**src/common/paCoreCfgPkg.sv**
```systemverilog
`default_nettype none

package paCoreCfgPkg;

	// register and operand value
	typedef logic [15:0] dataT;

	// register index, 32 registers
	typedef logic [4:0] regAddrT;

	// one byte from the loader
	typedef logic [7:0] byteT;

	// one lane's instruction
	typedef logic [31:0] instrT;

	// one bundle, lane A in the upper half, lane B in the lower half
	typedef logic [63:0] bundleT;

	// bundle address
	typedef logic [15:0] pcT;

	// default bundle memory depth
	localparam int defaultBundleDepth = 64;

endpackage

`default_nettype wire
```
**src/fetch/bundleFetch.sv**
```systemverilog
`default_nettype none

module bundleFetch #(
	parameter int bundleDepth = paCoreCfgPkg::defaultBundleDepth
) (
	input wire clock_i,
	input wire reset_i,

	// loader side
	input wire shiftEn_i,
	input paCoreCfgPkg::byteT shiftData_i,
	input wire isAddress_i,
	input wire shiftOutEn_i,

	// fetch side
	output paCoreCfgPkg::pcT pc_o,
	output paCoreCfgPkg::bundleT bundle_o,
	output logic bundleValid_o
);

	localparam int idxW = $clog2(bundleDepth);

	// loader state
	paCoreCfgPkg::pcT writeAddr;
	paCoreCfgPkg::bundleT assembly;

	// bundle storage, kept across reset
	paCoreCfgPkg::bundleT bundleMem [bundleDepth];

	////////////////////////////////////////////////////////////
	// byte loader
	////////////////////////////////////////////////////////////
	always_ff @(posedge clock_i)
	begin
		if (shiftEn_i)
		begin
			// address byte, zero-extended
			if (isAddress_i)
				writeAddr <= {8'b0, shiftData_i};
			// data byte in at the bottom, first byte ends up on top
			else
				assembly <= {assembly[55:0], shiftData_i};
			// commit what was assembled so far
			if (shiftOutEn_i && (writeAddr < paCoreCfgPkg::pcT'(bundleDepth)))
				bundleMem[writeAddr[idxW-1:0]] <= assembly;
		end
	end

	////////////////////////////////////////////////////////////
	// program counter and bundle read
	////////////////////////////////////////////////////////////
	always_ff @(posedge clock_i)
	begin
		if (reset_i)
		begin
			pc_o <= '0;
			bundleValid_o <= 1'b0;
		end
		else if (shiftEn_i)
		begin
			// hold while loading
			bundleValid_o <= 1'b0;
		end
		else
		begin
			bundleValid_o <= 1'b1;
			// wrap at the end of memory
			if (pc_o == paCoreCfgPkg::pcT'(bundleDepth - 1))
				pc_o <= '0;
			else
				pc_o <= pc_o + 1'b1;
		end
	end

	// read data, one cycle behind the pc
	always_ff @(posedge clock_i)
	begin
		bundle_o <= bundleMem[pc_o[idxW-1:0]];
	end

endmodule

`default_nettype wire

```
**config.mk**
```make
export PLATFORM = sky130hd
export DESIGN_NAME = bundleFetch
export DESIGN_NICKNAME = d
export VERILOG_FILES = /design/src/common/paCoreCfgPkg.sv /design/src/fetch/bundleFetch.sv
export SDC_FILE = /design/constraint.sdc
export NUM_CORES = 2
export LEC_CHECK = 0
export ABC_AREA = 0
export BUFFER_PORTS_ARGS = -buffer_cell sky130_fd_sc_hd__buf_4
export CAP_MARGIN = 20
export CORE_UTILIZATION = 50
export CTS_CLUSTER_DIAMETER = 150
export DETAILED_ROUTE_END_ITERATION = 7
export HOLD_SLACK_MARGIN = 0.05
export PLACE_DENSITY = 0.76
export REMOVE_ABC_BUFFERS = 1
export SETUP_SLACK_MARGIN = 0.15
export SLEW_MARGIN = 25
export SYNTH_ARGS = -nofsm -noshare
export SYNTH_HDL_FRONTEND = slang
export SYNTH_SLANG_ARGS = --single-unit
export TNS_END_PERCENT = 30
```
**constraint.sdc**
```tcl
create_clock -name clock_i -period 4.6 [get_ports clock_i]
set_input_delay 0 -clock clock_i [delete_from_list [all_inputs] [get_ports clock_i]]
set_output_delay 0 -clock clock_i [all_outputs]
set_load 0.05 [all_outputs]
```
[After elaboration in Yosys (flattened, before gate mapping)]
Memory sizes are Yosys's and may differ from the RTL's. A register that Yosys moved wholly into a read port is not among the register bits.
Cells that the tools add are included.
Word-level totals
  register bits: 89
  bits in writable memories: 4096
  logic and storage cells: 17
  memories: 1
Cells by class
  $add $sub $neg: 1
  order comparisons: 1
  equal/unequal tests: 1
  muxes and demuxes: 5
  bitwise logic cells: 1
  reductions and logical operators: 3
Memory list
  bundleMem: words 64, bits a word 64, rd ports 1, clocked after Yosys merged registers in 1, wr ports 1, line bundleFetch.sv:28  | paCoreCfgPkg::bundleT bundleMem [bundleDepth];
Operators with widths (count)
  adder 16 x 1 -> 16 bit, second input constant: 1
  equality test 16 x 6 -> 1 bit, second input constant: 1
  two-way mux 16 bit: 1
  less-than comparator 8 x 7 -> 1 bit, second input constant: 1
  two-way mux 1 bit: 4
  AND reduction 2 bit: 2
  logical AND 1 bit: 1
  NOT 1 bit: 1

[Depth between registers and ports, before layout]
  depth in word-level cells: 5
  gate-level depth with buffers: 11

[Worst setup path before layout]
No wires, ideal clock.
  path kind: reg-to-reg
  from: register writeAddr[4]
  to: memory bundleMem[35][0] (netlist name) (enable)
  data arrival time: 3.842 ns
  data required time: 4.113 ns
  setup slack: 0.272 ns
  cell stages (with the launch flop): 5
  buffers on the path: 2
  path through: edfxtp_1 -> clkbuf_1 -> or3b_2 -> clkbuf_1 -> nor2_1
Between the ends
  word-level cells in the longest chain between the ends: 5
Ends and longest elaborated chain
  start: declaration: line bundleFetch.sv:24  | paCoreCfgPkg::pcT writeAddr;
  start signal: assignment: line bundleFetch.sv:39  | writeAddr <= {8'b0, shiftData_i};
  less-than comparator 8 x 7 -> 1 bit: line bundleFetch.sv:44  | if (shiftOutEn_i && (writeAddr < paCoreCfgPkg::pcT'(bundleDepth)))
  logical AND 1 bit: line bundleFetch.sv:44
  two-way mux 1 bit: line bundleFetch.sv:44
  two-way mux 1 bit: line bundleFetch.sv:35  | if (shiftEn_i)
  two-way mux 1 bit (implied by the code): line bundleFetch.sv:45  | bundleMem[writeAddr[idxW-1:0]] <= assembly;
  end: declaration: line bundleFetch.sv:28
Parallel ways exist; a longest one is shown, timed or not.

[Worst setup path after layout]
  from: register writeAddr[7]
  to: memory bundleMem[59][43] (netlist name) (enable)
Between the ends
  word-level cells in the longest chain between the ends: 5
Ends and longest elaborated chain (line)
  less-than comparator 8 x 7 -> 1 bit: bundleFetch.sv:44
  logical AND 1 bit: bundleFetch.sv:44
  two-way mux 1 bit: bundleFetch.sv:44
  two-way mux 1 bit: bundleFetch.sv:35
  two-way mux 1 bit (implied by the code): bundleFetch.sv:45
No other way between the ends.

==> reports/qor.yml <==
grt:
  grt_use_met2_pct: 42.6
  grt.met1_usage_pct: 34.3
  grt_use_met3_pct: 6.76
  track_usage_pct: 26.7
  grt_pass1_wl_mm: 606
  antenna_found_initial: 16
  grt_max_degree: 92
  grt_pass1_vias: 80800
  grt-busiest-layer: "met2"
  grt_overflow_total: 0
min_path:
  min-delay-start: "shiftEn_i"
  hold_depth: 4
  hp-class: "primary input to flop"
  hold_end: "pc_o[1]"
routing:
  vias: 79200
  via_per_inst: 6.69
  drcViolationCount: 0
  drt_pass1_iterations: 6
  routed_wl_mm: 432
  drt_iter0_drc: 12400
  detail-route-antenna-nets: 0
  avgRoutedWirePerCell_um: 36.5
clock_network:
  max-clock-path-buffers: 4
  clkSinkCount: 4249
  clockRootBuffer: "clkbuf_16"
  tritoncts: "yes"
  numCtsBuffers: 407
  clk_pin_slew_ns: 0.07
  worst_skew_pair.late_latency_ns: 0.97
  htree_levels: 5
finish:
  final_cells: 11800
  final_nets: 7304
  drive_above_1_share_pct: 28.1
  fill_cells: 21600
  multi_input_area_mm2: 0.0314
  regArea_mm2: 0.127
  final_common_cell: "edfxtp_1"
  syn2layout_area_growth_pct: 13.6
  layout_common_cells: "edfxtp_1 (4168), mux4_2 (994), clkbuf_16 (413)"
placement:
  port_buffers: 93
  post-place-ws_ns: 1.06
  placedCellCount: 11000
  hpwl_mm: 218
  place_congestion: 0.810
synth:
  ys_seq_elements: 4249
  synth_cell_types: 50
  synth_edf_count: 4168
  yosysWarnings: 0
  synth_cells: 6772
  syn_area_per_cell_um2: 23.6
  ys_async_sr_fraction_pct: 0
  synth.yosys.seq_area_share_pct: 79.3
  synth_ff_type: "edfxtp_1"
  netlist_area_mm2: 0.160
worst_setup_path:
  worstPathMaxFanout: 37
  crit_path_end_kind: "flop"
  r2r_slack_ns: 0.85
  worstRegToRegCells: 6
  worst_ep_required_time_ns: 5.14
  r2r_end: "bundleMem[59][43]"
  start_kind: "flop"
  crit_type: "flop to flop"
  crit_arrival_ns: 4.29
  r2r-start: "writeAddr[7]"
pwr:
  powerDensity_mw_per_mm2: 440
  leakagePower_nw: 55.4
  vdd.ir_drop.worst_mv: 0.347
floorplanning:
  initial_utilization_pct: 50.2
  core-area_mm2: 0.318
  pin_count: 94
  dieArea_mm2: 0.322
  dieHeight_um: 567
  placementRows: 207
  die_w_um: 567
sta:
  finalCritPeriodShare_pct: 81.6
  worst_clock_skew_ns: 0.0642
  finalCriticalPeriod_ns: 3.75
  fin_ws_ns: 0.846
  max_slew_margin_pct: 20.8
  setup_violations: 0
  slew_violations: 0
  rsz0062_at_grt: "no"
  fmax_mhz: 266
  setup_tns_ns: 0
  worstMarginPinSlew_ns: 1.19
  finalHoldViolCount: 0
  holdWs_ns: 0.133
flow_run:
  cap_violations: 0
run_status:
  status: "complete, no violations"
## routing by layer
metal / up-vias / wire (um)
li1: 30100 / -
met1: 41500 / 146000
met2: 6289 / 206000
met3: 1235 / 55100
met4: 8 / 24600
met5: - / 103
## what timing repair did
action / CTS / global route
endpoints found under the hold margin: 105 / 0
resized for setup: 0 / 0
hold buffers: 23 / 0
buffers inserted: 0 / 0
## power breakdown
group	leakage, nW	total (mW)	internal, mW	switching, mW
Clock	6.42	33.2	18.8	14.4
Combinational	10.9	4.04	1.77	2.27
Sequential	38.2	42.5	42.4	0.157
Total	55.4	79.8	63.0	16.9
## cell families (layout without fill, tap and decap cells)
kind of cell,Yosys count,after routing,synth area share [%]
flops,4249,4249,79.3
mux,1300,1300,15.9
buf+inv,367,1227,1.35
other cells,0,16,0
xor+xnor,13,13,0.0713
simple gates,341,341,0.994
fa+ha+maj,1,1,0.00783
compound gates,501,501,2.30
## cell usage after synthesis, drive strengths merged, types with 5 or more instances
cell type  count  share of area, %
mux2i        282               1.8
a221oi        68              0.37
xor2           8             0.044
nor2b          9             0.035
nand2        108              0.25
edfxtp      4168                78
dfxtp         81               1.0
o221ai        23              0.13
nor2         121              0.28
clkbuf       105              0.25
o211ai        25              0.12
nand3         10             0.031
and2           6             0.023
mux2          24              0.17
a22oi        149              0.70
a22o          54              0.30
and3          43              0.17
xnor2          5             0.027
nor4          18             0.070
o22a          16             0.088
buf          260               1.1
o22ai         23             0.090
mux4         994                14
a21oi         44              0.14
o21ai         64              0.20
a211oi        31              0.15
## how the worst max path moves through the flow
stage | startpoint | end | slack [ns] | cells past startpoint
4_1_cts | writeAddr[7] | bundleMem[59][34] | 0.98 | 6
5_1_grt | writeAddr[7] | bundleMem[59][34] | 0.74 | 6
6_report | writeAddr[7] | bundleMem[59][43] | 0.85 | 6
3_5_place_dp | writeAddr[7] | bundleMem[59][34] | 1.06 | 6
2_1_floorplan | pc_o[0] | bundle_o[15] | -45.03 | 5
3_3_place_gp | writeAddr[7] | bundleMem[59][59] | 0.64 | 6
## flip-flops by register name, summed over array words and instances (netlist names)
| name | flops |
|---|---|
| assembly | 64 |
| bundleMem | 4096 |
| bundleValid_o | 1 |
| bundle_o | 64 |
| pc_o | 16 |
| writeAddr | 8 |
## critical path, cell delays in order (launching register included)
cell      delay (ns)
edfxtp_1        0.41
nor3b_2         0.61
nand2_1         0.17
nor2_1          0.33
nand3_1         0.65
nor2_4          0.31
buf_4           0.82
## stage by stage
| stage | instance area [um^2] | util (%) | total power [mW] |
|---|---|---|---|
| 2_1_floorplan | 158000 | - | 49.2 |
| 3_3_place_gp | 168000 | 52.8 | 47.3 |
| 3_5_place_dp | 168000 | 52.8 | 47.3 |
| 4_1_cts | 181000 | 57.1 | 80.0 |
| 5_1_grt | 181000 | 57.1 | 81.6 |
| 6_report | 182000 | 57.1 | 79.8 |
## final cells by class
| cell class | count | area share (%) |
|---|---|---|
| Tap cell | 4180 | 2.88 |
| Inverter | 2 | 0.00414 |
| Clock buffer | 534 | 6.08 |
| Antenna cell | 16 | 0.0221 |
| Clock inverter | 217 | 1.20 |
| Multi-Input combinational cell | 2156 | 17.3 |
| Timing Repair Buffer | 474 | 2.65 |
| Sequential cell | 4249 | 69.9 |
Power figures use the tool's default switching activity.
