### config.mk
export PLATFORM = sky130hd
export DESIGN_NAME = arithUnit_flat
export DESIGN_NICKNAME = d
export VERILOG_FILES = /design/src/common/paIsaPkg.sv /design/src/common/paCoreCfgPkg.sv /design/src/common/paLaneIf.sv /design/src/arithUnit.sv /design/src/flat_wrapper.sv
export SDC_FILE = /design/constraint.sdc
export NUM_CORES = 1
export LEC_CHECK = 0
export BUFFER_PORTS_ARGS = -buffer_cell sky130_fd_sc_hd__buf_2
export CAP_MARGIN = 25
export CORE_UTILIZATION = 57
export CTS_CLUSTER_DIAMETER = 30
export DETAILED_ROUTE_END_ITERATION = 12
export PLACE_DENSITY = 0.91
export SETUP_SLACK_MARGIN = 0.05
export SYNTH_ARGS = -nofsm -noshare
export SYNTH_HDL_FRONTEND = slang
export SYNTH_SLANG_ARGS = --single-unit
### constraint.sdc
create_clock -name clock_i -period 9.46 [get_ports clock_i]
set_clock_uncertainty 0.05 [all_clocks]
set_input_delay 1.419 -clock clock_i [delete_from_list [all_inputs] [get_ports clock_i]]
set_output_delay 1.419 -clock clock_i [all_outputs]
set_load 0.01 [all_outputs]
### src/common/paIsaPkg.sv
`default_nettype none

package paIsaPkg;

	// arithmetic opcodes, other values behave as nop
	typedef enum logic [6:0] {
		nop   = 7'd0,
		add   = 7'd1,
		sub   = 7'd2,
		andOp = 7'd3,
		orOp  = 7'd4,
		xorOp = 7'd5,
		mov   = 7'd6
	} opcodeT;

	// secondary operand kind
	typedef enum logic {
		regReg = 1'b0,
		regImm = 1'b1
	} formatT;

	// instruction field positions
	localparam int opcodeHi = 31;
	localparam int opcodeLo = 25;
	localparam int formatPos = 24;
	localparam int primRegHi = 20;
	localparam int primRegLo = 16;
	// regReg form only uses the low 5 bits as register index
	localparam int secOperandHi = 15;
	localparam int secOperandLo = 0;

endpackage

`default_nettype wire

### src/common/paCoreCfgPkg.sv
`default_nettype none

package paCoreCfgPkg;

	// register and operand value
	typedef logic [15:0] dataT;

	// register index, 32 registers
	typedef logic [4:0] regAddrT;

	// one byte from the loader
	typedef logic [7:0] byteT;

	// one lane's instruction
	typedef logic [31:0] instrT;

	// one bundle, lane A in the upper half, lane B in the lower half
	typedef logic [63:0] bundleT;

	// bundle address
	typedef logic [15:0] pcT;

	// default bundle memory depth
	localparam int defaultBundleDepth = 64;

endpackage

`default_nettype wire
### src/common/paLaneIf.sv
`default_nettype none


////////////////////////////////////////////////////////////
// register file to arithmetic unit, one per lane
////////////////////////////////////////////////////////////
interface issueOpIf;
	logic valid;
	paIsaPkg::opcodeT opcode;
	// destination of the result
	paCoreCfgPkg::regAddrT primReg;
	paCoreCfgPkg::dataT primValue;
	paCoreCfgPkg::dataT secValue;

	modport source (output valid, output opcode, output primReg, output primValue,
		output secValue);
	modport sink (input valid, input opcode, input primReg, input primValue,
		input secValue);
endinterface

`default_nettype wire

### src/arithUnit.sv
`default_nettype none

module arithUnit (
	input wire clock_i,
	input wire reset_i,
	issueOpIf.sink issue_i,
	output logic wbValid_o,
	output paCoreCfgPkg::regAddrT wbAddr_o,
	output paCoreCfgPkg::dataT wbData_o
);

	paCoreCfgPkg::dataT result;

	// 16-bit wrapping results
	always_comb
	begin
		case (issue_i.opcode)
			paIsaPkg::add: result = issue_i.primValue + issue_i.secValue;
			paIsaPkg::sub: result = issue_i.primValue - issue_i.secValue;
			paIsaPkg::andOp: result = issue_i.primValue & issue_i.secValue;
			paIsaPkg::orOp: result = issue_i.primValue | issue_i.secValue;
			paIsaPkg::xorOp: result = issue_i.primValue ^ issue_i.secValue;
			paIsaPkg::mov: result = issue_i.secValue;
			// nop and unknown codes never arrive valid from the decoder
			default:
				result = issue_i.primValue;
		endcase
	end

	// every valid issue op writes back
	always_ff @(posedge clock_i)
	begin
		if (reset_i)
			wbValid_o <= 1'b0;
		else
			wbValid_o <= issue_i.valid;
	end

	// result goes back to the primary register
	always_ff @(posedge clock_i)
	begin
		wbAddr_o <= issue_i.primReg;
		wbData_o <= result;
	end

endmodule

`default_nettype wire

### src/flat_wrapper.sv
// flat-port wrapper written by rule: the top's interface ports become plain ports
module arithUnit_flat 
  (clock_i, reset_i, wbValid_o, wbAddr_o, wbData_o, issue_i_valid, issue_i_opcode, issue_i_primReg, issue_i_primValue, issue_i_secValue);
  issueOpIf issue_i_i ();
  input wire clock_i;
  input wire reset_i;
  output logic wbValid_o;
  output paCoreCfgPkg::regAddrT wbAddr_o;
  output paCoreCfgPkg::dataT wbData_o;
  input wire logic [$bits(issue_i_i.valid)-1:0] issue_i_valid;
  input wire logic [$bits(issue_i_i.opcode)-1:0] issue_i_opcode;
  input wire logic [$bits(issue_i_i.primReg)-1:0] issue_i_primReg;
  input wire logic [$bits(issue_i_i.primValue)-1:0] issue_i_primValue;
  input wire logic [$bits(issue_i_i.secValue)-1:0] issue_i_secValue;
  assign issue_i_i.valid = issue_i_valid;
  assign issue_i_i.opcode = issue_i_opcode;
  assign issue_i_i.primReg = issue_i_primReg;
  assign issue_i_i.primValue = issue_i_primValue;
  assign issue_i_i.secValue = issue_i_secValue;
  arithUnit u_core (.clock_i(clock_i), .reset_i(reset_i), .issue_i(issue_i_i), .wbValid_o(wbValid_o), .wbAddr_o(wbAddr_o), .wbData_o(wbData_o));
endmodule
# After elaboration in Yosys (flattened, before gate mapping)
# Cells that the tools add are included.
# word_totals
output_inout_bits,22
in_bits,47
ff_bits,22
wordCells,15
# op_classes
mux,1
n_bitwise,3
eq_ne,6
addsub,2
# ops
op,n
$pmux W16 S6,1
$eq A7 B3 Y1 const B,3
$add A16 B16 Y16,1
$and A16 B16 Y16,1
$or A16 B16 Y16,1
$sub A16 B16 Y16,1
$xor A16 B16 Y16,1
$eq A7 B2 Y1 const B,2
$eq A7 B1 Y1 const B,1

# Longest topological paths before layout
# depth
word_depth,2
depth_mapped,14
ltp_nobuf,14

# Worst setup path before layout
# No wires, ideal clock.
# synth_timing
path_kind,in2reg
from,input issue_i_opcode[3]
to,register u_core.wbData_o[14]
path_slack_ps,5086
n_path_buf,1
cell_stages,11
t_required_ps,9289
setup_ps,121
arrival_time_ps,4203
cell_sequence,or4_4 -> buf_6 -> nor3_4 -> mux2i_1 -> fa_1 -> a21o_1 -> a221oi_1 -> o2111ai_1 -> a31oi_1 -> xor2_1 -> o21ai_0
# synth_between
elab_chain_cells,2
elab_cells_between_ends,7
cone_classes,6 x eq/ne; 1 x mux
# synth_lines
element,line_no,source
from (decl),flat_wrapper.sv:11,input wire logic [$bits(issue_i_i.opcode)-1:0] issue_i_opcode;
"$eq A7 B3 Y1, or another cell as far along",arithUnit.sv:17,case (issue_i.opcode)
$pmux W16 S6 *,arithUnit.sv:17,
named net u_core.result[14],arithUnit.sv:12,paCoreCfgPkg::dataT result;
to (signal assigned),arithUnit.sv:43,wbData_o <= result;
to (decl),arithUnit.sv:9,output paCoreCfgPkg::dataT wbData_o
# The timed path passes the listed nets; every way through them passes the cells marked *.
# A chain may end at the register's enable or synchronous reset.

# Worst setup path after layout
# layout_timing
from,input issue_i_opcode[2]
to,register u_core.wbData_o[14]
# Same word-level chain as after synthesis.

==> metrics <==
Leakage=~1.6 nW; dominant synthesized flop cell=dfxtp_1; TNS Setup=0 ps; CP Launch Type=input port; Die Height=73.41 um; placed cell area=about 3200 um2; Critical Path RT=9580 ps; CTS buffer count=3; starting DRC count in detailed routing=274; hold_ws=approximately 1200 ps; Cells after Synth=389; antenna violations before repair=0; outcome=finished clean; post-synthesis compound-gate area fraction=29.14%; Syn Nets=485; area of the multi-input gates=~2200 um2; Post-CTS Setup Bufs=0; CTS H-Tree Depth=1; Yosys Warn Count=0; unrepaired setup endpoints after global routing=no; final setup vio count=0; routed wire length per instance=between 15 and 20 um; multiplexer share of the synthesized area=under 10%; most used cell, CP=o21ai_0; largest net degree at the start of global routing=between 50 and 60; combinational family with the most area after synthesis=compound AO/OA/AOI/OAI gates; sequential power share=between 30% and 40%; area delta synth->final=14.16%; DPL Wire Length=slightly above 6000 um; Die Wd=between 70 and 80 um; Max clock buf depth=2; minimum clock period=around 4700 ps; post-cts sizing count=0; row count=25; global-route wire length before repair=~13,000 um; drc violations=0; CTS Root Cell=clkbuf_8; ant diodes=0; ys async rst share=0%; WL final=approximately 8300 um; most frequent cells in the layout=buf_2, ha_1, nand2_1; worst hold path startpoint=issue_i_primReg[2]; Critical Path Source=issue_i_opcode[2]; Max FO, Critical Path=54; sequential area share after synthesis=about 15%; Vias=roughly 3,200; GRT overflow=0; crit path cell chain=buf_2 > nand2b_1 > nor2_1 > nand2_1 > o21ai_0 > xnor2_1 > ha_1 > and3_1 > a221oi_1 > o2111ai_1 > a31oi_1 > xor2_1 > o21ai_0; Clk pwr share=between 20% and 30%; Fin. Hold Viols=0; crit end category=register; fill count=around 430; Max-Cap Viols=0; register area=440.4 um2; Pwr Density=100.2 nW/um2; Comb pwr share=41.5%; hold buffers post-CTS=0; WS Path Type=input port to register; most common cell after layout, fill and taps aside=buf_2; Max Slew Vio Count=0; Finished Layout Cells=around 510; routed wl met3=a little over 700 um; Yosys reg bits=22; pre-CTS WS=4519 ps; gr usage total=between 30% and 40%; Final ANT Viol Nets=0; Final period util=between 50% and 60%; Worst Tran Pin Value=a little under 900 ps; f_max=210.8 MHz; TritonCTS clock tree=built; Die ar.=between 5000 and 6000 um2; First-pass DRT Iterations=5; Switching Fraction=36.11%; layout cells sized above 1=about 20%; placed cells=just over 500; Mapped Area=slightly below 3000 um2; hold crit path type=input port to register; EDFF count, synth=0; Clock transition at path regs=~100 ps; WL met2=roughly 3800 um; Worst path max stage delay=670 ps; slowest stage cell, crit path=buf_2; wire length on met1=around 3500 um; Sw Pwr=0.1200 mW; final setup margin=4716 ps; vias in the first global route=roughly 3,000; # clock sinks=22; mean area per synthesized cell=between 7 and 8 um2; P_int=about 0.21 mW; Finished Cell Area=3318 um2; initial core utilization=between 60% and 70%; Synth Area in XOR/XNOR=roughly 7.2%; Core Area=roughly 4800 um2; via/cell ratio=between 6 and 7; Worst Path Arrival=approximately 4900 ps; relative slew slack=around two fifths; Top Metal Used=met4; Netlist cell types=between 60 and 70; Final #Nets=between 500 and 600; Peak VDD IR=between 0.00005 and 0.00006 V; placer congestion estimate=between 1 and 1.5; Adder-Cell Fraction of Synth Area=21.35%; Post-Synth Simple-Gate Area=18.38%; count of boundary I/O pins=slightly below 70; # port buffers=68
worst max-delay path, delay by kind of cell:
| family | cells | cell delay [ps] |
|---|---|---|
| simple gates | 4 | 750 |
| fa+ha+maj | 1 | 350 |
| compound gates | 5 | 1320 |
| buf+inv | 1 | 670 |
| xor+xnor | 2 | 320 |
power groups by stage:
stage | logic (mW) | clock network (mW) | registers [mW]
after floorplan | 0.0891 | 0 | 0.106
after global placement | 0.129 | 0 | 0.102
after detailed placement | 0.134 | 0 | 0.102
after CTS | 0.135 | 0.0951 | 0.100
after global routing | 0.153 | 0.0987 | 0.101
final | 0.138 | 0.0943 | 0.100
worst paths after layout:
path	endpoint	slack (ps)	cells past startpoint
setup / recovery	u_core.wbData_o[14]	4720	13
hold / removal	u_core.wbAddr_o[2]	1180	1
metrics by stage:
step	utilization, %	power, mW
3_3_place_gp	67.40	0.2317
4_1_cts	68.88	0.3303
3_5_place_dp	67.40	0.2361
2_1_floorplan	-	0.1953
5_1_grt	68.88	0.3525
6_report	68.88	0.3324
kinds of logic after synthesis:
family | after synthesis
AO/OA/AOI/OAI | 130
AND/OR/NAND/NOR | 105
buffers and inverters | 57
adder cells (fa/ha/maj) | 49
XOR/XNOR | 23
flip-flops | 22
multiplexers | 3
synthesized netlist by cell type, types with 5 or more instances:
| master | number | area [um2] |
|---|---|---|
| a21oi_1 | 35 | 175.2 |
| a21o_1 | 6 | 45.04 |
| o21ai_0 | 27 | 135.1 |
| clkbuf_1 | 15 | 56.30 |
| nand2_1 | 39 | 146.4 |
| nor2b_1 | 7 | 43.79 |
| nand3_1 | 6 | 30.03 |
| dfxtp_1 | 22 | 440.4 |
| ha_1 | 48 | 600.6 |
| nor2_1 | 24 | 90.09 |
| inv_1 | 37 | 138.9 |
| o211ai_1 | 5 | 37.54 |
| a31oi_1 | 11 | 68.82 |
| xnor2_1 | 19 | 166.4 |
cell type report:
type | instances | area share (%)
Sequential cell | 22 | 13.27
Clock inverter | 1 | 0.9050
Timing Repair Buffer | 68 | 10.26
Inverter | 37 | 4.186
Tap cell | 67 | 2.526
Multi-Input combinational cell | 310 | 67.61
Clock buffer | 3 | 1.244
sequential cells by signal (all words and copies together) (netlist names):
name,flops
u_core.wbData_o,16
u_core.wbAddr_o,5
u_core.wbValid_o,1
layer usage:
metal  GRT usage [%]  vias up
met1           40.78     1451
met2           53.91      182
met5               0        -
li1                -     1504
met3           4.938       25
met4           14.96        0
No activity file was read; power rests on OpenSTA's default activity.
