## src/common/paIsaPkg.sv

```systemverilog
`default_nettype none

package paIsaPkg;

	// arithmetic opcodes, other values behave as nop
	typedef enum logic [6:0] {
		nop   = 7'd0,
		add   = 7'd1,
		sub   = 7'd2,
		andOp = 7'd3,
		orOp  = 7'd4,
		xorOp = 7'd5,
		mov   = 7'd6
	} opcodeT;

	// secondary operand kind
	typedef enum logic {
		regReg = 1'b0,
		regImm = 1'b1
	} formatT;

	// instruction field positions
	localparam int opcodeHi = 31;
	localparam int opcodeLo = 25;
	localparam int formatPos = 24;
	localparam int primRegHi = 20;
	localparam int primRegLo = 16;
	// regReg form only uses the low 5 bits as register index
	localparam int secOperandHi = 15;
	localparam int secOperandLo = 0;

endpackage

`default_nettype wire

```

## src/common/paCoreCfgPkg.sv

```systemverilog
`default_nettype none

package paCoreCfgPkg;

	// register and operand value
	typedef logic [15:0] dataT;

	// register index, 32 registers
	typedef logic [4:0] regAddrT;

	// one byte from the loader
	typedef logic [7:0] byteT;

	// one lane's instruction
	typedef logic [31:0] instrT;

	// one bundle, lane A in the upper half, lane B in the lower half
	typedef logic [63:0] bundleT;

	// bundle address
	typedef logic [15:0] pcT;

	// default bundle memory depth
	localparam int defaultBundleDepth = 64;

endpackage

`default_nettype wire
```

## src/common/paLaneIf.sv

```systemverilog
`default_nettype none

////////////////////////////////////////////////////////////
// decoder to register file, one per lane
////////////////////////////////////////////////////////////
interface decodedOpIf;
	logic valid;
	paIsaPkg::opcodeT opcode;
	paIsaPkg::formatT format;
	// source and destination register
	paCoreCfgPkg::regAddrT primReg;
	// immediate or register index
	paCoreCfgPkg::dataT secOperand;

	modport source (output valid, output opcode, output format, output primReg,
		output secOperand);
	modport sink (input valid, input opcode, input format, input primReg,
		input secOperand);
endinterface


`default_nettype wire

```

## src/laneDecoder.sv

```systemverilog
`default_nettype none

module laneDecoder (
	input wire clock_i,
	input wire reset_i,
	input paCoreCfgPkg::instrT instr_i,
	input wire instrValid_i,
	decodedOpIf.source op_o
);

	paIsaPkg::opcodeT opcode;
	logic knownOp;

	// opcode field and whether it does anything
	always_comb
	begin
		opcode = paIsaPkg::opcodeT'(instr_i[paIsaPkg::opcodeHi:paIsaPkg::opcodeLo]);
		case (opcode)
			paIsaPkg::add, paIsaPkg::sub, paIsaPkg::andOp,
			paIsaPkg::orOp, paIsaPkg::xorOp, paIsaPkg::mov:
				knownOp = 1'b1;
			// nop and unused codes
			default:
				knownOp = 1'b0;
		endcase
	end

	// valid control
	always_ff @(posedge clock_i)
	begin
		if (reset_i)
			op_o.valid <= 1'b0;
		else
			op_o.valid <= instrValid_i && knownOp;
	end

	// field registers
	always_ff @(posedge clock_i)
	begin
		op_o.opcode <= opcode;
		op_o.format <= paIsaPkg::formatT'(instr_i[paIsaPkg::formatPos]);
		op_o.primReg <= instr_i[paIsaPkg::primRegHi:paIsaPkg::primRegLo];
		op_o.secOperand <= instr_i[paIsaPkg::secOperandHi:paIsaPkg::secOperandLo];
	end

endmodule

`default_nettype wire

```

## src/flat_wrapper.sv

```systemverilog
// flat-port wrapper written by rule: the top's interface ports become plain ports
module laneDecoder_flat 
  (clock_i, reset_i, instr_i, instrValid_i, op_o_valid, op_o_opcode, op_o_format, op_o_primReg, op_o_secOperand);
  decodedOpIf op_o_i ();
  input wire clock_i;
  input wire reset_i;
  input paCoreCfgPkg::instrT instr_i;
  input wire instrValid_i;
  output wire logic [$bits(op_o_i.valid)-1:0] op_o_valid;
  output wire logic [$bits(op_o_i.opcode)-1:0] op_o_opcode;
  output wire logic [$bits(op_o_i.format)-1:0] op_o_format;
  output wire logic [$bits(op_o_i.primReg)-1:0] op_o_primReg;
  output wire logic [$bits(op_o_i.secOperand)-1:0] op_o_secOperand;
  assign op_o_valid = op_o_i.valid;
  assign op_o_opcode = op_o_i.opcode;
  assign op_o_format = op_o_i.format;
  assign op_o_primReg = op_o_i.primReg;
  assign op_o_secOperand = op_o_i.secOperand;
  laneDecoder u_core (.clock_i(clock_i), .reset_i(reset_i), .instr_i(instr_i), .instrValid_i(instrValid_i), .op_o(op_o_i));
endmodule
```

## config.mk

```make
export PLATFORM = sky130hd
export DESIGN_NAME = laneDecoder_flat
export DESIGN_NICKNAME = d
export VERILOG_FILES = /design/src/common/paIsaPkg.sv /design/src/common/paCoreCfgPkg.sv /design/src/common/paLaneIf.sv /design/src/laneDecoder.sv /design/src/flat_wrapper.sv
export SDC_FILE = /design/constraint.sdc
export NUM_CORES = 1
export LEC_CHECK = 0
export ABC_AREA = 1
export BUFFER_PORTS_ARGS = -buffer_cell sky130_fd_sc_hd__clkbuf_2
export CORE_MARGIN = 5
export CORE_UTILIZATION = 35
export CTS_CLUSTER_SIZE = 14
export DETAILED_ROUTE_END_ITERATION = 12
export PLACE_DENSITY = 0.79
export SKIP_LAST_GASP = 1
export SYNTH_ARGS = -nofsm -noshare
export SYNTH_HDL_FRONTEND = slang
export SYNTH_SLANG_ARGS = --single-unit
```

## constraint.sdc

```tcl
create_clock -name clock_i -period 1.4 [get_ports clock_i]
set_clock_uncertainty 0.1 [all_clocks]
set_input_delay 0.28 -clock clock_i [delete_from_list [all_inputs] [get_ports clock_i]]
set_output_delay 0.28 -clock clock_i [all_outputs]
set_load 0.005 [all_outputs]
```

## Word level (Yosys, flattened, before mapping)

Index checks and enable logic that the tools add are counted.

- Add/sub/neg operators: 0
- Multipliers: 0
- Div/mod/pow operators: 0
- Order comparisons: 0
- Equal/unequal tests: 6
- Shift-type cells: 0
- Mux-type cells: 1
- Bitwise operators: 0
- Reduce and logical (&&, ||, !) cells: 2

Operators with widths:

| operator | number |
|---|---|
| equality test 7 x 3 -> 1 bit, second input constant | 3 |
| equality test 7 x 2 -> 1 bit, second input constant | 2 |
| equality test 7 x 1 -> 1 bit, second input constant | 1 |
| OR reduction 6 bit | 1 |
| logical AND 1 bit | 1 |
| two-way mux 1 bit | 1 |

- Register bits after elaboration: 30
- Latch bits: 0
- Memory bits (writable): 0
- Bits in read-only memories: 0
- Input port bits: 35
- Output and inout port bits: 30
- Logic and storage cells: 14
- Memories kept: 0

## Depth between registers and ports, before layout

Gate-level depths: netlist (run 1).

- Depth in word-level cells: 4
- Gate-level depth with buffers: 4
- Gate-level depth less buffers: 4

## Worst setup path after synthesis (run 1)

Ideal clock, no wire load.

- Path kind: input to register
- From: input instr_i[25]
- To: register u_core.op_o.valid
- Setup time: 110 ps
- Arrival time: 483 ps
- Required time: 1190 ps
- Path slack: 707 ps
- Stages: 4
- Path buffers: 0
- Path through: nor2_1 nand2_1 nand2_1 nor2_1

- Longest elaborated chain between the ends: 4
- Elaborated cells between the ends (all ways): 9
- Classes of those cells: 6 x eq/ne; 1 x mux; 2 x reduce/logical

Ends and longest elaborated chain:

| element | RTL line | text |
|---|---|---|
| start, declared | flat_wrapper.sv:7 | `input paCoreCfgPkg::instrT instr_i;` |
| equality test 7 x 1 -> 1 bit (tied with other cells) | laneDecoder.sv:18 | `case (opcode)` |
| OR reduction 6 bit * | laneDecoder.sv:18 |  |
| two-way mux 1 bit * | laneDecoder.sv:18 |  |
| logical AND 1 bit * | laneDecoder.sv:34 | `op_o.valid <= instrValid_i && knownOp;` |
| end signal, assigned | laneDecoder.sv:34 |  |
| end, declared | paLaneIf.sv:15 | `modport source (output valid, output opcode, output format, output primReg,` |

Every way passes the cells marked *; elsewhere a longest branch is shown, timed or not.
A chain may end at the register's enable or synchronous reset.

## Worst setup path after layout (run 1)

- From: register u_core.op_o.secOperand[15]
- To: output op_o_secOperand[15]

RTL lines:

| element | RTL line | text |
|---|---|---|
| start, declared | paLaneIf.sv:16 | `output secOperand);` |
| start signal, assigned | laneDecoder.sv:43 | `op_o.secOperand <= instr_i[paIsaPkg::secOperandHi:paIsaPkg::secOperandLo];` |
| end, declared | flat_wrapper.sv:13 | `output wire logic [$bits(op_o_i.secOperand)-1:0] op_o_secOperand;` |

No word-level cell between the ends.

==> metrics.md, run 1 <==
| Metric | Value |
|---|---|
| Status | complete, no violations |
| Via/cell ratio | 4.086 |
| Clock-pin slew on the worst setup and hold paths | 0.09 ns |
| Router iterations before antenna repair | 2 |
| Layer with the highest usage | met2 |
| # IOs | 65 |
| Number of synthesized register bits | 30 |
| Final Cell Area | 1324 um^2 |
| IO buf count | 61 |
| Area growth, synth to finish | 104.6% |
| Routed wire per std cell | 14.62 um |
| RSZ-0062 raised after global routing | no |
| Synthesized area per cell | 15.78 um^2 |
| Antenna diode count | 0 |
| Core area | 1745 um^2 |
| Buf/Inv on CP | 1 |
| DP Cell Count | 127 |
| PostCTS Resize Cnt | 0 |
| CP max FO | 1 |
| Switch share | 21.35% |
| Cell Pwr Density | 1203 nW/um^2 |
| Crit path max-delay family | flip-flops |
| Seq/Total Area, Yosys | 92.84% |
| Clock Tree Buf Depth | 2 |
| Slew at the pin closest to its max-slew limit | 0.1086 ns |
| Hold_ws | 0.01371 ns |
| Initial antenna violation count | 0 |
| Data arrival, critical path | 0.78 ns |
| Clk root buf | clkbuf_4 |
| NetSw | 0.3402 mW |
| DR iter-0 viols | 3 |
| Clock Power Share | 32.0% |
| LEAKAGE | 0.6891 nW |
| DRC | 0 |
| Mapped Area | 646.9 um^2 |
| DRT Wirelength | 2383 um |
| Gate power share | 10.8% |
| Number of global-route vias before repair | 741 |
| Most frequent cells in the layout | clkbuf_2 (61), dfxtp_1 (30), dlygate4sd3_1 (28) |
| Die width | 52.99 um |
| Worst path max stage delay | 0.34 ns |
| Routability cong. | 0.6294 |
| Pre-CTS setup slack | 0.5673 ns |
| Final WS setup | 0.2364 ns |
| Commonest non-fill, non-tap cell in the layout | clkbuf_2 |
| Vias | 666 |
| Synth Warn # | 0 |
| CTS Buf Count | 5 |
| First-pass GRT wire length | 3477 um |
| Pint | 1.253 mW |
| Tcrit/Tclk final | 83.11% |
| Setup Buffers After CTS | 0 |
| Overall routing resource usage | 18.76% |
| Initial Util | 37.06% |
| Seq pwr share | 57.2% |
| Clk sinks | 30 |
| Largest net degree at the start of global routing | 10 |
| GR Util met3 | 7.606% |
| Die Area | 2808 um^2 |
| Rel. slew slack | 92.74% |
| Die height | 52.99 um |
| Placed cell area | 983.4 um^2 |
| Synth unique cells | 6 |
| H-Tree Depth | 2 |
| Final net count | 172 |
| ANT nets after route | 0 |
| Max-Cap Viols | 0 |
| Number of non-filler instances in the completed layout | 163 |
| GRT met1 Usage | 15.16% |
| Nature of the critical path endpoint | output pin |
| Final Total Pwr | 1.593 mW |
| Max Freq | 0.8594 GHz |
| Final min period | 1.164 ns |
| Max IR drop VDD | 0.0006879 V |
| Setup violators final | 0 |
| Crit path kind | reg2out |
| Mapped Cells | 41 |
| Setup_tns | 0 ns |
| Met2 GRT Util | 36.78% |
| Hold Path Class | in2reg |
| Final hold vios | 0 |
| Slowest cell on the critical path | dfxtp_1 |
| Fin util | 75.84% |
| Setup crit start kind | register |
| Net count after synthesis | 76 |
| Final Slew Violations | 0 |
| FP Rows | 15 |
| GRT overflow | 0 |
| CP cell instances | clkbuf_2 |
| CTS tree | done |
| Layout cell share with drive strength beyond 1 | 50.00% |
| Worst path required time | 1.02 ns |
-- cells in the mapped netlist --
| library cell | number | share of area, % |
|---|---|---|
| inv_1 | 2 | 1.2 |
| dfxtp_1 | 30 | 93 |
| nor2_1 | 4 | 2.3 |
| nor2_2 | 1 | 0.97 |
| nand3_1 | 2 | 1.5 |
| nand2_1 | 2 | 1.2 |
-- per-layer routing --
layer	up-vias	wire length, um
li1	315	-
met1	301	786
met5	-	0
met2	46	1240
met3	4	312
met4	0	43
-- kinds of logic (layout without fill, tap and decap cells) --
logic type             count (synthesis)  in the layout  share of synthesized area, %
AND/OR/NAND/NOR                        9              9                         5.997
buffers and inverters                  2             99                         1.161
flip-flops                            30             30                         92.84
-- what timing repair did --
action / CTS / global route
hold endpoints to repair: 28 / 0
endpoints found under the setup margin: 0 / 0
hold buffers: 28 / 0
-- state kept, by name, summed over array words and instances, names as in the netlist --
name                    count
u_core.op_o.primReg         5
u_core.op_o.format          1
u_core.op_o.opcode          7
u_core.op_o.secOperand     16
u_core.op_o.valid           1
-- power groups by stage --
stage | combinational (mW) | sequential [mW] | clock [mW]
floorplan | 0.00619 | 0.935 | 0
global placement | 0.100 | 0.927 | 0
detailed placement | 0.103 | 0.929 | 0
CTS | 0.165 | 0.908 | 0.511
global route | 0.186 | 0.915 | 0.552
finish | 0.173 | 0.911 | 0.509
-- final cells by class --
cell class	instances	area (um^2)
tap	25	31.28
clock inverter	1	5.005
sequential	30	600.6
fill	96	421.7
timing repair buffer	89	585.6
inverter	2	7.507
clock buffer	7	55.05
multi-input combinational	9	38.79
-- worst paths after layout --
| kind | startpoint | cells after the start | slack, ns | to |
|---|---|---|---|---|
| max | u_core.op_o.secOperand[15]$_DFF_P_ | 1 | 0.24 | op_o_secOperand[15] |
| min | instr_i[26] | 1 | 0.01 | u_core.op_o.opcode[1]$_DFF_P_ |
No activity file was read; power rests on OpenSTA's default activity.
==> run 2: changes to the inputs <==
--- a/config.mk
+++ b/config.mk
@@ -8,10 +8,10 @@
 export ABC_AREA = 1
 export BUFFER_PORTS_ARGS = -buffer_cell sky130_fd_sc_hd__clkbuf_2
 export CORE_MARGIN = 5
-export CORE_UTILIZATION = 35
+export CORE_UTILIZATION = 33
 export CTS_CLUSTER_SIZE = 14
 export DETAILED_ROUTE_END_ITERATION = 12
-export PLACE_DENSITY = 0.79
+export PLACE_DENSITY = 0.75
 export SKIP_LAST_GASP = 1
 export SYNTH_ARGS = -nofsm -noshare
 export SYNTH_HDL_FRONTEND = slang
==> constraint.sdc (replaced) <==
create_clock -name clock_i -period 1.1 [get_ports clock_i]
set_clock_uncertainty 0.1 [all_clocks]
set_input_delay 0.22 -clock clock_i [delete_from_list [all_inputs] [get_ports clock_i]]
set_output_delay 0.22 -clock clock_i [all_outputs]
set_load 0.005 [all_outputs]
==> run 2 against run 1 <==
Sequential power increased by 27%. Total power increased by 27%. Critical path depth stayed put. Highest routed layer unchanged. Final cell count rose by 1.8%. Via count shrank 4.8%. Sequential share of layout area is 0.74 points lower. Global-route usage shrank 3.9 points. Worst hold slack improved by 0.030 ns.
==> metrics.md, run 2 (synthesis results as in run 1) <==
| Metric | Value |
|---|---|
| Status | complete, no violations |
| Die width | 54.28 um (+2.4%) |
| Slew at the pin closest to its max-slew limit | 0.1045 ns (-0.004130 ns) |
| Via/cell ratio | 3.819 (-6.5%) |
| DR iter-0 viols | 1 (-2) |
| Final Slew Violations | 0 (unchanged) |
| Setup violators final | 0 (unchanged) |
| RSZ-0062 raised after global routing | yes |
| Commonest non-fill, non-tap cell in the layout | clkbuf_2 |
| CTS Buf Count | 5 (unchanged) |
| Antenna diode count | 0 (unchanged) |
| Final WS setup | 0.02904 ns (-0.2074 ns) |
| Switch share | 20.45% (-0.91 points) |
| Data arrival, critical path | 0.75 ns (-0.03 ns) |
| Max Freq | 0.9337 GHz |
| Clock Power Share | 31.7% (-0.3 points) |
| Setup Buffers After CTS | 0 (unchanged) |
| Max IR drop VDD | 0.001296 V (+88%) |
| Clock Tree Buf Depth | 2 (unchanged) |
| Slowest cell on the critical path | dfxtp_2 |
| Core area | 1922 um^2 (+10%) |
| Buf/Inv on CP | 1 (unchanged) |
| FP Rows | 16 (+1) |
| Rel. slew slack | 93.01% (+0.27 points) |
| Largest net degree at the start of global routing | 10 (unchanged) |
| LEAKAGE | 0.6993 nW (+1.5%) |
| GRT overflow | 0 (unchanged) |
| Vias | 634 (-4.8%) |
| CP max FO | 1 (unchanged) |
| Die height | 54.28 um (+2.4%) |
| NetSw | 0.4132 mW (+21%) |
| H-Tree Depth | 2 (unchanged) |
| Max reg flops | 16 (unchanged) |
| IO buf count | 61 (unchanged) |
| DRT Wirelength | 1990 um (-16%) |
| Clock-pin slew on the worst setup and hold paths | 0.09 ns (about the same) |
| Most frequent cells in the layout | clkbuf_2 (47), dlygate4sd3_1 (29), dfxtp_1 (20) |
| Cell Pwr Density | 1471 nW/um^2 (+22%) |
| Clk root buf | clkbuf_4 |
| Clk sinks | 30 (unchanged) |
| Final min period | 1.071 ns |
| Largest regs | u_core.op_o.secOperand (16), u_core.op_o.opcode (7), u_core.op_o.primReg (5) |
| Router iterations before antenna repair | 2 (unchanged) |
| Layout cell share with drive strength beyond 1 | 56.83% (+6.8 points) |
| Overall routing resource usage | 14.88% (-3.9 points) |
| Worst path max stage delay | 0.33 ns (about the same) |
| Pre-CTS setup slack | 0.3372 ns (-0.2301 ns) |
| Routability cong. | 0.5808 (-7.7%) |
| Seq pwr share | 57.5% (+0.3 points) |
| DRC | 0 (unchanged) |
| # IOs | 65 (unchanged) |
| Area growth, synth to finish | 112.4% |
| Final hold vios | 0 (unchanged) |
| Nature of the critical path endpoint | output pin |
| Pint | 1.607 mW (+28%) |
| Initial Util | 33.66% (-3.4 points) |
| Crit path max-delay family | flip-flops |
| Dpl hpwl | 1170 um |
| Final net count | 173 (+0.58%) |
| Routed wire per std cell | 11.99 um (-18%) |
| Final Total Pwr | 2.021 mW (+27%) |
| Setup crit start kind | register |
| Worst path required time | 0.78 ns (-0.24 ns) |
| Hold_ws | 0.04416 ns (+0.03045 ns) |
| ANT nets after route | 0 (unchanged) |
| Top reg by flops | u_core.op_o.secOperand |
| Initial antenna violation count | 0 (unchanged) |
| Max-Cap Viols | 0 (unchanged) |
| Hold Path Class | in2reg |
| Number of global-route vias before repair | 696 (-6.1%) |
| Die Area | 2946 um^2 (+4.9%) |
| CP cell instances | buf_6 |
| Crit path kind | reg2out |
| First-pass GRT wire length | 2822 um (-19%) |
| CTS tree | done |
| Tcrit/Tclk final | 97.36% |
| Gate power share | 10.9% (about the same) |
-- run 2: area by class of cell --
cell class / count / area (um^2)
repair buffers: 90 / 620.6
flip-flops and latches: 30 / 613.1
fillers: 154 / 548.0
clock buffers: 7 / 55.05
multi-input cells: 9 / 38.79
well taps: 27 / 33.78
inverters: 2 / 7.507
clock inverters: 1 / 5.005
-- run 2: stage by stage --
step / setup TNS, ns / instance area, um^2 / utilization [%] / cells
floorplan: 0 / 646.9 / - / 41
global placement: 0 / 985.9 / 51.30 / 129
detailed placement: 0 / 985.9 / 51.30 / 129
CTS: 0 / 1336 / 69.53 / 166
global route: -0.2155 / 1374 / 71.48 / 166
finish: 0 / 1374 / 71.48 / 166
-- run 2: power groups by stage --
stage / registers (mW) / logic (mW) / clock network [mW]
floorplan: 1.19 / 0.00788 / 0
global placement: 1.18 / 0.125 / 0
detailed placement: 1.18 / 0.128 / 0
CTS: 1.16 / 0.210 / 0.672
global route: 1.17 / 0.243 / 0.724
finish: 1.16 / 0.219 / 0.640
-- run 2: tightest hold or removal path: cells and delay by family --
kind / cells / cell delay [ns]
simple gates: 3 / 0.12
buf+inv: 1 / 0.08
-- run 2: repair_timing --
action,in CTS,in global routing
resized for setup,0,26
hold buffers,29,0
endpoints found under the hold margin,29,0
setup endpoints to repair,0,21
-- run 2: worst paths after layout --
check / from / to / slack (ns) / cells after the start
setup / recovery: u_core.op_o.secOperand[9]$_DFF_P_ / op_o_secOperand[9] / 0.03 / 1
hold / removal: reset_i / u_core.op_o.valid$_SDFF_PP0_ / 0.04 / 4
-- run 2: per-layer routing --
layer	track usage [%]	up-vias	wire, um
met5	0	-	0
met4	9.959	0	25
met3	5.995	2	140
met2	31.08	36	1265
met1	9.899	276	558
li1	-	320	-
